==> src/calc_defines.svh <==
`ifndef CALC_DEFINES_SVH
`define CALC_DEFINES_SVH

// two's-complement operand width, both a and b
`define OPERAND_W 8

// result word, big enough for the full magnitude product
`define RESULT_W 16

// clocks spent on each display digit before moving to the next one
`define SCAN_DIV_DEFAULT 50000

`endif

==> src/arith_pkg.sv <==
`include "calc_defines.svh"

package arith_pkg;

    typedef enum logic {
        op_mul,  // shift-and-add multiply
        op_div   // repeated-subtraction divide
    } op_e;

    typedef logic signed [`OPERAND_W-1:0] operand_t;

    // unsigned magnitude, holds 128 for an operand of -128
    typedef logic [`OPERAND_W-1:0] mag_t;

    typedef struct packed {
        mag_t rem;  // upper byte
        mag_t quo;  // lower byte
    } div_view_t;

    // one result word, read as a product or as remainder and quotient
    typedef union packed {
        logic [`RESULT_W-1:0] product;
        div_view_t            div;
    } result_u;

endpackage

==> src/display_pkg.sv <==
package display_pkg;

    typedef logic [3:0] bcd_t;  // one decimal digit, 0 to 9

    // active low, bit 6 is segment a down to bit 0 for segment g
    typedef logic [6:0] seg_t;

    // active low, bit 3 is the leftmost digit
    typedef logic [3:0] anode_t;

    // only segment g lit
    localparam seg_t seg_minus = 7'b1111110;
    localparam seg_t seg_blank = 7'b1111111;

endpackage

==> src/result_if.sv <==
`timescale 1ns/1ps

interface result_if;

    arith_pkg::result_u value;     // decode depends on op
    arith_pkg::op_e     op;
    logic               negative;  // operand signs differ
    logic               done;

    modport producer (output value, output op, output negative, output done);
    modport consumer (input value, input op, input negative, input done);

endinterface
==> src/arith_core.sv <==
`timescale 1ns/1ps
`include "calc_defines.svh"

module arith_core (
    input  logic               clk,
    input  logic               reset,
    input  logic               start,
    input  logic               clear,
    input  logic               divide,
    input  arith_pkg::operand_t a,
    input  arith_pkg::operand_t b,
    result_if.producer         res
);

    logic                 busy;
    logic                 accept;
    logic [`RESULT_W-1:0] mcand;  // multiplicand shifted left each step
    arith_pkg::mag_t      b_mag;  // multiplier in mul mode or divisor in div mode

    function automatic arith_pkg::mag_t magnitude(input arith_pkg::operand_t x);
        return x[`OPERAND_W-1] ? arith_pkg::mag_t'(-x) : arith_pkg::mag_t'(x);
    endfunction

    assign accept = start && !busy && !clear;  // clear wins over start

    always_ff @(posedge clk or posedge reset) begin
        if (reset) begin
            busy         <= 1'b0;
            res.done     <= 1'b0;
            res.value    <= '0;
            res.op       <= arith_pkg::op_mul;
            res.negative <= 1'b0;
        end else if (clear) begin
            busy      <= 1'b0;
            res.done  <= 1'b0;
            res.value <= '0;
        end else if (accept) begin
            busy         <= 1'b1;
            res.done     <= 1'b0;
            res.op       <= divide ? arith_pkg::op_div : arith_pkg::op_mul;
            res.negative <= a[`OPERAND_W-1] ^ b[`OPERAND_W-1];
            if (divide) begin
                res.value.div.rem <= magnitude(a);  // remainder starts as |a|
                res.value.div.quo <= '0;
            end else begin
                res.value.product <= '0;
            end
        end else if (busy) begin
            if (res.op == arith_pkg::op_mul) begin
                if (b_mag != '0) begin
                    if (b_mag[0])
                        res.value.product <= res.value.product + mcand;
                end else begin
                    busy     <= 1'b0;  // multiplier used up
                    res.done <= 1'b1;
                end
            end else begin
                // zero divisor falls straight through to done
                if (b_mag != '0 && res.value.div.rem >= b_mag) begin
                    res.value.div.rem <= res.value.div.rem - b_mag;
                    res.value.div.quo <= res.value.div.quo + 1'b1;
                end else begin
                    busy     <= 1'b0;
                    res.done <= 1'b1;
                end
            end
        end
    end

    // operand datapath
    always_ff @(posedge clk) begin
        if (accept) begin
            mcand <= `RESULT_W'(magnitude(a));
            b_mag <= magnitude(b);
        end else if (busy && res.op == arith_pkg::op_mul && b_mag != '0) begin
            mcand <= mcand << 1;
            b_mag <= b_mag >> 1;
        end
    end

    // done only rises as a busy run ends and so never on the edge that takes a start
    a_no_done_after_accept: assert property (
        @(posedge clk) disable iff (reset)
        $rose(res.done) |-> $past(busy)
    );

    a_quo_monotonic: assert property (
        @(posedge clk) disable iff (reset)
        (busy && !clear && res.op == arith_pkg::op_div) |=>
            (res.value.div.quo == $past(res.value.div.quo) ||
             res.value.div.quo == $past(res.value.div.quo) + 8'd1)
    );

endmodule

==> src/bin_to_bcd.sv <==
`timescale 1ns/1ps
`include "calc_defines.svh"

module bin_to_bcd (
    input  logic [`RESULT_W-1:0] bin,
    output display_pkg::bcd_t    ones,
    output display_pkg::bcd_t    tens,
    output display_pkg::bcd_t    hundreds
);

    // 65535 needs five decimal digits
    localparam int digits = 5;

    // bcd digits sit above the binary bits and grow as the word shifts in
    logic [`RESULT_W+4*digits-1:0] scratch;

    always_comb begin
        scratch                 = '0;
        scratch[`RESULT_W-1:0] = bin;
        for (int i = 0; i < `RESULT_W; i++) begin
            // add three to any digit of five or more before it doubles
            for (int d = 0; d < digits; d++) begin
                if (scratch[`RESULT_W+4*d +: 4] >= 4'd5)
                    scratch[`RESULT_W+4*d +: 4] = scratch[`RESULT_W+4*d +: 4] + 4'd3;
            end
            scratch = scratch << 1;
        end
    end

    // thousands and ten-thousands are dropped, display shows value mod 1000
    assign ones     = scratch[`RESULT_W +: 4];
    assign tens     = scratch[`RESULT_W+4 +: 4];
    assign hundreds = scratch[`RESULT_W+8 +: 4];

endmodule

==> src/calc_top.sv <==
`timescale 1ns/1ps
`include "calc_defines.svh"

module calc_top #(
    parameter int scan_div = `SCAN_DIV_DEFAULT
) (
    input  logic                clk,
    input  logic                reset,
    input  logic                start,
    input  logic                clear,
    input  logic                divide,
    input  arith_pkg::operand_t a,
    input  arith_pkg::operand_t b,
    output arith_pkg::result_u  result,
    output logic                done,
    output display_pkg::seg_t   seg,
    output display_pkg::anode_t an
);

    result_if res_bus ();

    arith_core u_core (
        .clk    (clk),
        .reset  (reset),
        .start  (start),
        .clear  (clear),
        .divide (divide),
        .a      (a),
        .b      (b),
        .res    (res_bus.producer)
    );

    display_scan #(
        .scan_div (scan_div)
    ) u_display (
        .clk   (clk),
        .reset (reset),
        .res   (res_bus.consumer),
        .seg   (seg),
        .an    (an)
    );

    // result word and done also leave the chip directly
    assign result = res_bus.value;
    assign done   = res_bus.done;

endmodule

==> src/display_scan.sv <==
`timescale 1ns/1ps
`include "calc_defines.svh"

module display_scan #(
    parameter int scan_div = `SCAN_DIV_DEFAULT
) (
    input  logic                clk,
    input  logic                reset,
    result_if.consumer          res,
    output display_pkg::seg_t   seg,
    output display_pkg::anode_t an
);

    localparam int cnt_w = (scan_div > 1) ? $clog2(scan_div) : 1;

    logic [cnt_w-1:0]     div_cnt;
    logic                 tick;
    logic [1:0]           idx;    // 0 sign, 1 hundreds, 2 tens, 3 ones
    logic [`RESULT_W-1:0] shown;
    display_pkg::bcd_t    ones, tens, hundreds;
    display_pkg::seg_t    sign_seg;

    function automatic display_pkg::seg_t seg_decode(input display_pkg::bcd_t d);
        case (d)
            4'd0:    return 7'b0000001;
            4'd1:    return 7'b1001111;
            4'd2:    return 7'b0010010;
            4'd3:    return 7'b0000110;
            4'd4:    return 7'b1001100;
            4'd5:    return 7'b0100100;
            4'd6:    return 7'b0100000;
            4'd7:    return 7'b0001111;
            4'd8:    return 7'b0000000;
            4'd9:    return 7'b0000100;
            default: return display_pkg::seg_blank;
        endcase
    endfunction

    always_comb begin
        if (!res.done)
            shown = '0;  // nothing valid yet
        else if (res.op == arith_pkg::op_mul)
            shown = res.value.product;
        else
            shown = `RESULT_W'(res.value.div.quo);
    end

    assign sign_seg = (res.done && res.negative) ? display_pkg::seg_minus
                                                 : display_pkg::seg_blank;

    bin_to_bcd u_bcd (
        .bin      (shown),
        .ones     (ones),
        .tens     (tens),
        .hundreds (hundreds)
    );

    assign tick = (div_cnt == cnt_w'(scan_div - 1));

    always_ff @(posedge clk or posedge reset) begin
        if (reset) begin
            div_cnt <= '0;
            idx     <= 2'd0;
        end else if (tick) begin
            div_cnt <= '0;
            idx     <= idx + 2'd1;  // wraps back to the sign digit
        end else begin
            div_cnt <= div_cnt + 1'b1;
        end
    end

    // an and seg refresh every clock from the current index
    always_ff @(posedge clk or posedge reset) begin
        if (reset) begin
            an  <= 4'b0111;
            seg <= display_pkg::seg_blank;
        end else begin
            case (idx)
                2'd0: begin
                    an  <= 4'b0111;
                    seg <= sign_seg;
                end
                2'd1: begin
                    an  <= 4'b1011;
                    seg <= seg_decode(hundreds);
                end
                2'd2: begin
                    an  <= 4'b1101;
                    seg <= seg_decode(tens);
                end
                default: begin
                    an  <= 4'b1110;
                    seg <= seg_decode(ones);
                end
            endcase
        end
    end

    a_one_digit_on: assert property (
        @(posedge clk) disable iff (reset)
        $onehot(~an)
    );

endmodule

==> config.mk <==
export PLATFORM = sky130hd
export DESIGN_NAME = calc_top
export DESIGN_NICKNAME = d
export VERILOG_FILES = /design/src/arith_pkg.sv /design/src/display_pkg.sv /design/src/result_if.sv /design/src/arith_core.sv /design/src/bin_to_bcd.sv /design/src/calc_top.sv /design/src/display_scan.sv
export VERILOG_INCLUDE_DIRS = /design/src /design/src/src
export SDC_FILE = /design/constraint.sdc
export NUM_CORES = 1
export LEC_CHECK = 0
export ABC_AREA = 1
export ABC_CLOCK_PERIOD_IN_PS = 14400
export BUFFER_PORTS_ARGS = -buffer_cell sky130_fd_sc_hd__buf_2
export CORE_ASPECT_RATIO = 1.75
export CORE_MARGIN = 10
export CORE_UTILIZATION = 50
export CTS_BUF_LIST = sky130_fd_sc_hd__clkbuf_8 sky130_fd_sc_hd__clkbuf_16
export CTS_CLUSTER_DIAMETER = 50
export DETAILED_ROUTE_END_ITERATION = 12
export GPL_TIMING_DRIVEN = 0
export PLACE_DENSITY = 0.65
export REMOVE_ABC_BUFFERS = 1
export SLEW_MARGIN = 20
export SYNTH_ARGS = -nofsm -noshare
export SYNTH_HDL_FRONTEND = slang
export SYNTH_HIERARCHICAL = 1
export SYNTH_SLANG_ARGS = --single-unit
==> constraint.sdc <==
create_clock -name clk -period 14.4 [get_ports clk]
set_input_delay 1.44 -clock clk [delete_from_list [all_inputs] [get_ports clk]]
set_output_delay 1.44 -clock clk [all_outputs]
set_load 0.03 [all_outputs]
==> flow_summary.toml, run 1 <==
[status]
status = "completed"

[job]
cap_violations = 0

[global_routing]
antenna_found_initial = 0
grtUsageTotal = 0.1861
grt_pass1_vias = 8603
grt-ovfl-total = 0
grt_max_degree = 39
grt_pass1_wl_mm = 37.79

[min_path]
hold_class = "reg -> reg"

[yosys]
synth-main-ff-cell = "dfrtp_1"
syn-mean-instance-area_um2 = 6.131
postSynthCellCount = 1501
ys_warn_count = 6
synth-seq-area-share = 0.2042
ys_ff_latch = 73
synth_cell_types = 57
synth_top_area_share = 0.2088
yosys.area.top_type = "nand2_1"
synth-edff-count = 16
synth_area_um2 = 9203
synth.area.top_cells = "nand2_1 21%, dfrtp_1 11%, inv_1 10%"
async_flop_share = 0.6712

[pwr]
vdd_drop_max_mv = 0.08097
power.density_nw_per_um2 = 111.6
leakage_uw = 0.005992

[timing]
final.setup.tns_ns = 0
slew_headroom = 0.3658
worst_pin_slew_ns = 0.9502
fin_ws_ns = 3.100
setup_violations = 0
fmax_mhz = 88.49
final_max_slew_viol_count = 0
period_needed_ns = 11.30
fin_worst_skew_ns = 0.01220
hold_viol = 0
fin_crit_sh = 0.7847
rsz0062_at_grt = "no"

[clock_tree]
tritoncts = "built"
insertion_delay_ns = 0.33
numCtsBuffers = 9
post_cts_buffers = 0
cts_resized = 0
cts-hold-fix-buffers = 0
htreeDepth = 3
cts_root_buffer = "clkbuf_16"
cts.clk_slew.worst_paths_ns = 0.07
cts_buffer_depth = 2
cts.sinks = 73

[setup_path]
critPathMostFrequentCell = "nand2_1"
r2r_slack_ns = 3.10
rr_worst_depth = 89
critPathMaxFanout = 12
slowest_delay_ns = 0.67
worstPathRequired_ns = 14.67
r2r_end = "u_display/seg[3]"
critPathSlowestCell = "dfrtp_1"
timing.rr.start = "u_core/res.done"
critical_path.endpoint = "u_display/seg[3]"
worst_setup_path_start_kind = "register"
crit_arrival_ns = 11.57
crit_type = "reg -> reg"
crit_start = "u_core/res.done"
crit_path_end_kind = "register"

[drt]
drt_iter0_drc = 435
post_drt_wl_per_cell_um = 12.30
ant_nets = 0
wirelength_mm = 21.97
drc_errors = 0
viasPerCell = 5.018
dr.pass1.iters = 5
vias = 8962

[floorplanning]
die_width_um = 122.6
core_um2 = 18050
ios = 49
fp.dieArea_um2 = 24450
rows = 65
die-height_um = 199.5
start_util = 0.5097

[place]
port_buffers = 48
pre_cts_ws_ns = 2.961
place_inst = 1770
gp_congestion = 0.8975
dp.final_hpwl_mm = 18.01

[cells_and_area]
layoutNonFillerInstCount = 1786
final_cell_mix = "512 x nand2_1, 253 x inv_1, 156 x nand3_1"
multi_input_comb_area_um2 = 6207
final_nets = 1645
area_delta_synth_final_pct = 8.538
drive_above_1_share = 0.1450
final_common_cell = "nand2_1"
num_antenna_cells = 0
fill_cells = 1917
regArea_um2 = 1879
-- Yosys cell counts (3+ instances only) --
cell type / count
nand2_1: 512
clkinv_2: 3
buf_6: 3
ha_1: 75
nand3b_1: 7
inv_2: 14
nor2_4: 3
buf_2: 5
nand3_2: 22
or2_2: 6
nor3_1: 10
nand2_2: 68
a21oi_1: 26
o21ai_0: 49
xor2_1: 23
dfrtp_1: 39
a21o_1: 3
dfstp_2: 10
xnor2_1: 4
nor2_1: 89
nand3_1: 156
dfxtp_1: 8
nand4_1: 25
nand2_4: 14
edfxtp_1: 16
o21ai_2: 3
o21ai_1: 9
and2_1: 3
o211ai_1: 3
inv_1: 253
-- worst max-delay path, delay by kind of cell (launching register included) --
family,cells,cell delay (ns)
XOR/XNOR,1,0.27
adder cells (fa/ha/maj),12,2.30
buffers and inverters,14,1.06
AO/OA/AOI/OAI,2,0.55
flip-flops,1,0.67
AND/OR/NAND/NOR,60,6.38
-- cell families after synthesis --
logic type      share of synthesized area
buf+inv                            0.1213
compound gates                    0.06771
flops                              0.2042
xor+xnor                          0.02923
simple gates                       0.4712
fa+ha+maj                          0.1063
-- cell type report --
type	count	share of cell area
well taps	234	0.02931
repair buffers	48	0.02405
inverters	273	0.1032
clock inverters	6	0.008769
multi-input cells	1142	0.6214
clock buffers	10	0.02505
flip-flops and latches	73	0.1881
-- stage by stage --
| step | util | area [um^2] | hold WS [ns] | total power [uW] |
|---|---|---|---|---|
| 3_5_place_dp | 0.5345 | 9651 | 0.4925 | 860.3 |
| 2_1_floorplan | - | 9117 | 0.4546 | 726.9 |
| 3_3_place_gp | 0.5345 | 9651 | 0.4914 | 851.8 |
| 6_report | 0.5532 | 9988 | 0.4950 | 1114 |
| 4_1_cts | 0.5532 | 9988 | 0.5017 | 1127 |
| 5_1_grt | 0.5532 | 9988 | 0.5141 | 1230 |
-- flip-flops by register name (all words and copies together) (netlist names) --
signal and cells:
u_core/b_mag 8, u_core/busy 1, u_core/mcand 16, u_core/res.done 1
u_core/res.negative 1, u_core/res.op 1, u_core/res.value 16, u_display/an 4
u_display/div_cnt 16, u_display/idx 2, u_display/seg 7
-- report_power, final --
part | switching (uW) | internal (uW) | total (uW)
Clock | 96.7 | 163 | 260
Combinational | 389 | 198 | 587
Sequential | 33.1 | 235 | 268
Total | 519 | 596 | 1110
-- worst min path at each step --
| stage | cells past startpoint | endpoint | start | slack, ns |
|---|---|---|---|---|
| 5_1_grt | 1 | u_display/div_cnt[0] | u_display/div_cnt[0] | 0.51 |
| 3_3_place_gp | 2 | u_core/mcand[15] | u_core/mcand[15] | 0.49 |
| 2_1_floorplan | 1 | u_display/div_cnt[0] | u_display/div_cnt[0] | 0.45 |
| 4_1_cts | 1 | u_display/div_cnt[0] | u_display/div_cnt[0] | 0.50 |
| 3_5_place_dp | 1 | u_display/div_cnt[0] | u_display/div_cnt[0] | 0.49 |
| 6_report | 1 | u_display/div_cnt[0] | u_display/div_cnt[0] | 0.50 |
-- routing by layer --
layer | part of all wire | up-vias | track usage
met4 | 0.029 | 0 | 0.06617
li1 | - | 4796 | -
met2 | 0.55 | 117 | 0.3677
met1 | 0.40 | 4019 | 0.1901
met3 | 0.024 | 30 | 0.02430
met5 | 0 | - | 0
(Power assumes the default switching activity.)
==> run 2: changes to the inputs <==
--- a/config.mk
+++ b/config.mk
@@ -6,8 +6,8 @@
 export SDC_FILE = /design/constraint.sdc
 export NUM_CORES = 1
 export LEC_CHECK = 0
-export ABC_AREA = 1
-export ABC_CLOCK_PERIOD_IN_PS = 14400
+export ABC_AREA = 0
+export ABC_CLOCK_PERIOD_IN_PS = 9060
 export BUFFER_PORTS_ARGS = -buffer_cell sky130_fd_sc_hd__buf_2
 export CORE_ASPECT_RATIO = 1.75
 export CORE_MARGIN = 10
@@ -16,7 +16,7 @@
 export CTS_CLUSTER_DIAMETER = 50
 export DETAILED_ROUTE_END_ITERATION = 12
 export GPL_TIMING_DRIVEN = 0
-export PLACE_DENSITY = 0.65
+export PLACE_DENSITY = 0.68
 export REMOVE_ABC_BUFFERS = 1
 export SLEW_MARGIN = 20
 export SYNTH_ARGS = -nofsm -noshare
==> constraint.sdc (replaced) <==
create_clock -name clk -period 9.06 [get_ports clk]
set_input_delay 0.906 -clock clk [delete_from_list [all_inputs] [get_ports clk]]
set_output_delay 0.906 -clock clk [all_outputs]
set_load 0.03 [all_outputs]
==> flow_summary.toml, run 2 <==
[status]
status = "complete, but fails checks"
violations = "negative setup slack"

[global_routing]
grtUsageTotal = 0.2070
grt_pass1_vias = 10260
antenna_found_initial = 0
grt_pass1_wl_mm = 47.85
grt-ovfl-total = 0
grt_max_degree = 30

[yosys]
synth_commonest_cells = "140 x nor2_1, 127 x nand2_1, 77 x a21oi_1"
synth_most_common_cell = "nor2_1"
synth_area_um2 = 10180
synth-seq-area-share = 0.1845
synth_cell_types = 131
synth-main-ff-cell = "dfrtp_1"
ys_warn_count = 6
synth.area.top_cells = "dfrtp_1 9.6%, ha_1 9.2%, nor2_1 5.2%"
async_flop_share = 0.6712
synth_top_area_share = 0.09582
synth-edff-count = 16
ys_ff_latch = 73
postSynthCellCount = 1314
yosys.area.top_type = "dfrtp_1"
syn-mean-instance-area_um2 = 7.751

[floorplanning]
rows = 69
fp.dieArea_um2 = 26700
start_util = 0.5041
ios = 49
die_width_um = 127.9
core_um2 = 20200
die-height_um = 208.8

[setup_path]
crit_path_end_kind = "register"
critPathMaxFanout = 9
critPathSlowestCell = "or4b_4"
r2r_slack_ns = -2.43
crit_type = "reg -> reg"
critPathMostFrequentCell = "ha_4"
crit_arrival_ns = 11.76
worstPathRequired_ns = 9.33
worst_setup_path_start_kind = "register"
slowest_delay_ns = 0.50

[drt]
wirelength_mm = 29.27
ant_nets = 0
drt_iter0_drc = 726
viasPerCell = 6.224
drc_errors = 0
dr.pass1.iters = 5
post_drt_wl_per_cell_um = 17.46
vias = 10430

[timing]
rsz0062_at_grt = "yes"
slew_headroom = 0.2563
worst_pin_slew_ns = 1.085
final.setup.tns_ns = -16.73
hold_viol = 0
fin_crit_sh = 1.268
fmax_mhz = 87.04
period_needed_ns = 11.49
fin_ws_ns = -2.429
hold_slack_ns = 0.4801
final_max_slew_viol_count = 0
setup_violations = 7
fin_worst_skew_ns = 0.006529

[place]
gp_congestion = 0.9272
place_inst = 1557
port_buffers = 48
dp.final_hpwl_mm = 20.39
pre_cts_ws_ns = -5.892

[cells_and_area]
drive_above_1_share = 0.2759
finish.utilization = 0.6197
layoutNonFillerInstCount = 1676
layout_top_registers = "u_core/mcand (16), u_core/res.value (16), u_display/div_cnt (16)"
num_antenna_cells = 0
final_nets = 1521
final_common_cell = "nor2_1"
area_delta_synth_final_pct = 22.91
final_cell_mix = "135 x nor2_1, 123 x nand2_1, 97 x buf_4"
fill_cells = 1795

[clock_tree]
cts_root_buffer = "clkbuf_16"
numCtsBuffers = 9
cts_buffer_depth = 2
htreeDepth = 3
cts.sinks = 73
cts.clk_slew.worst_paths_ns = 0.06
cts-hold-fix-buffers = 0
tritoncts = "built"
insertion_delay_ns = 0.35

[pwr]
power.density_nw_per_um2 = 110.7
vdd_drop_max_mv = 0.1532
leakage_uw = 0.005141

[min_path]
hold_class = "reg -> reg"

[job]
cap_violations = 0
-- run 2: cell types whose count changed in the layout (fill, tap and decap cells not counted), sizes merged, moves of 22 or more --
cell    change
nand3     -131
inv       -196
nor2       +48
a31oi      +27
o21ai      +31
a21oi      +53
mux2i      +36
xnor2      +28
nand2b     +22
nand2     -465
o211ai     +26
buf       +106
-- run 2: final timing paths --
path / startpoint / to / cells after the start
max in group asynchronous: reset / u_core/res.op / 2
worst min register to register: u_display/div_cnt[0] / u_display/div_cnt[0] / 1
worst min-delay path: u_display/div_cnt[0] / u_display/div_cnt[0] / 1
min in group asynchronous: reset / u_display/div_cnt[7] / 2
worst max-delay path: u_core/res.op / u_display/seg[6] / 61
worst max register to register: u_core/res.op / u_display/seg[6] / 61
-- run 2: layer usage --
layer	routed length, um	GRT usage
met1	11100	0.2111
met3	1021	0.02458
met2	16350	0.4050
met5	0	0
met4	795	0.08223
-- run 2: worst max-delay path, delay by kind of cell, from the launching register on --
family	cells	cell delay, ns
AO/OA/AOI/OAI	22	4.60
AND/OR/NAND/NOR	12	1.93
adder cells (fa/ha/maj)	9	1.64
buffers and inverters	13	1.54
multiplexers	4	1.03
flip-flops	1	0.49
XOR/XNOR	1	0.15
-- run 2: power by group --
part / switching [uW] / internal, uW / total [uW]
clock network: 141 / 284 / 425
registers: 22.9 / 362 / 384
logic: 335 / 242 / 577
total: 499 / 887 / 1390
-- run 2: metrics by stage --
step	power (uW)	cell area, um^2
finish	1386	12520
floorplan	731.2	9859
CTS	1339	12100
global route	1466	12520
detailed placement	841.6	10480
global placement	829.4	10410
-- run 2: repair_timing --
item,CTS,global route
setup buffers,70,33
resized for setup,146,36
pin swaps,63,41
cloned,0,0
setup endpoints to repair,7,7
-- run 2: kinds of logic after synthesis --
family | after synthesis | share of synthesized area
AND/OR/NAND/NOR | 510 | 0.2547
adder cells (fa/ha/maj) | 78 | 0.09717
XOR/XNOR | 60 | 0.05565
multiplexers | 46 | 0.04988
flip-flops | 73 | 0.1845
AO/OA/AOI/OAI | 412 | 0.2966
buffers and inverters | 135 | 0.06155
-- run 2: cell type report --
cell class              count  area, um^2  area share
flip-flops and latches     73        1884      0.1505
multi-input cells        1106        8583      0.6857
repair buffers            154        1082     0.08646
clock buffers              10       250.2     0.01999
well taps                 248       310.3     0.02479
inverters                  79       304.0     0.02429
clock inverters             6       103.9    0.008296
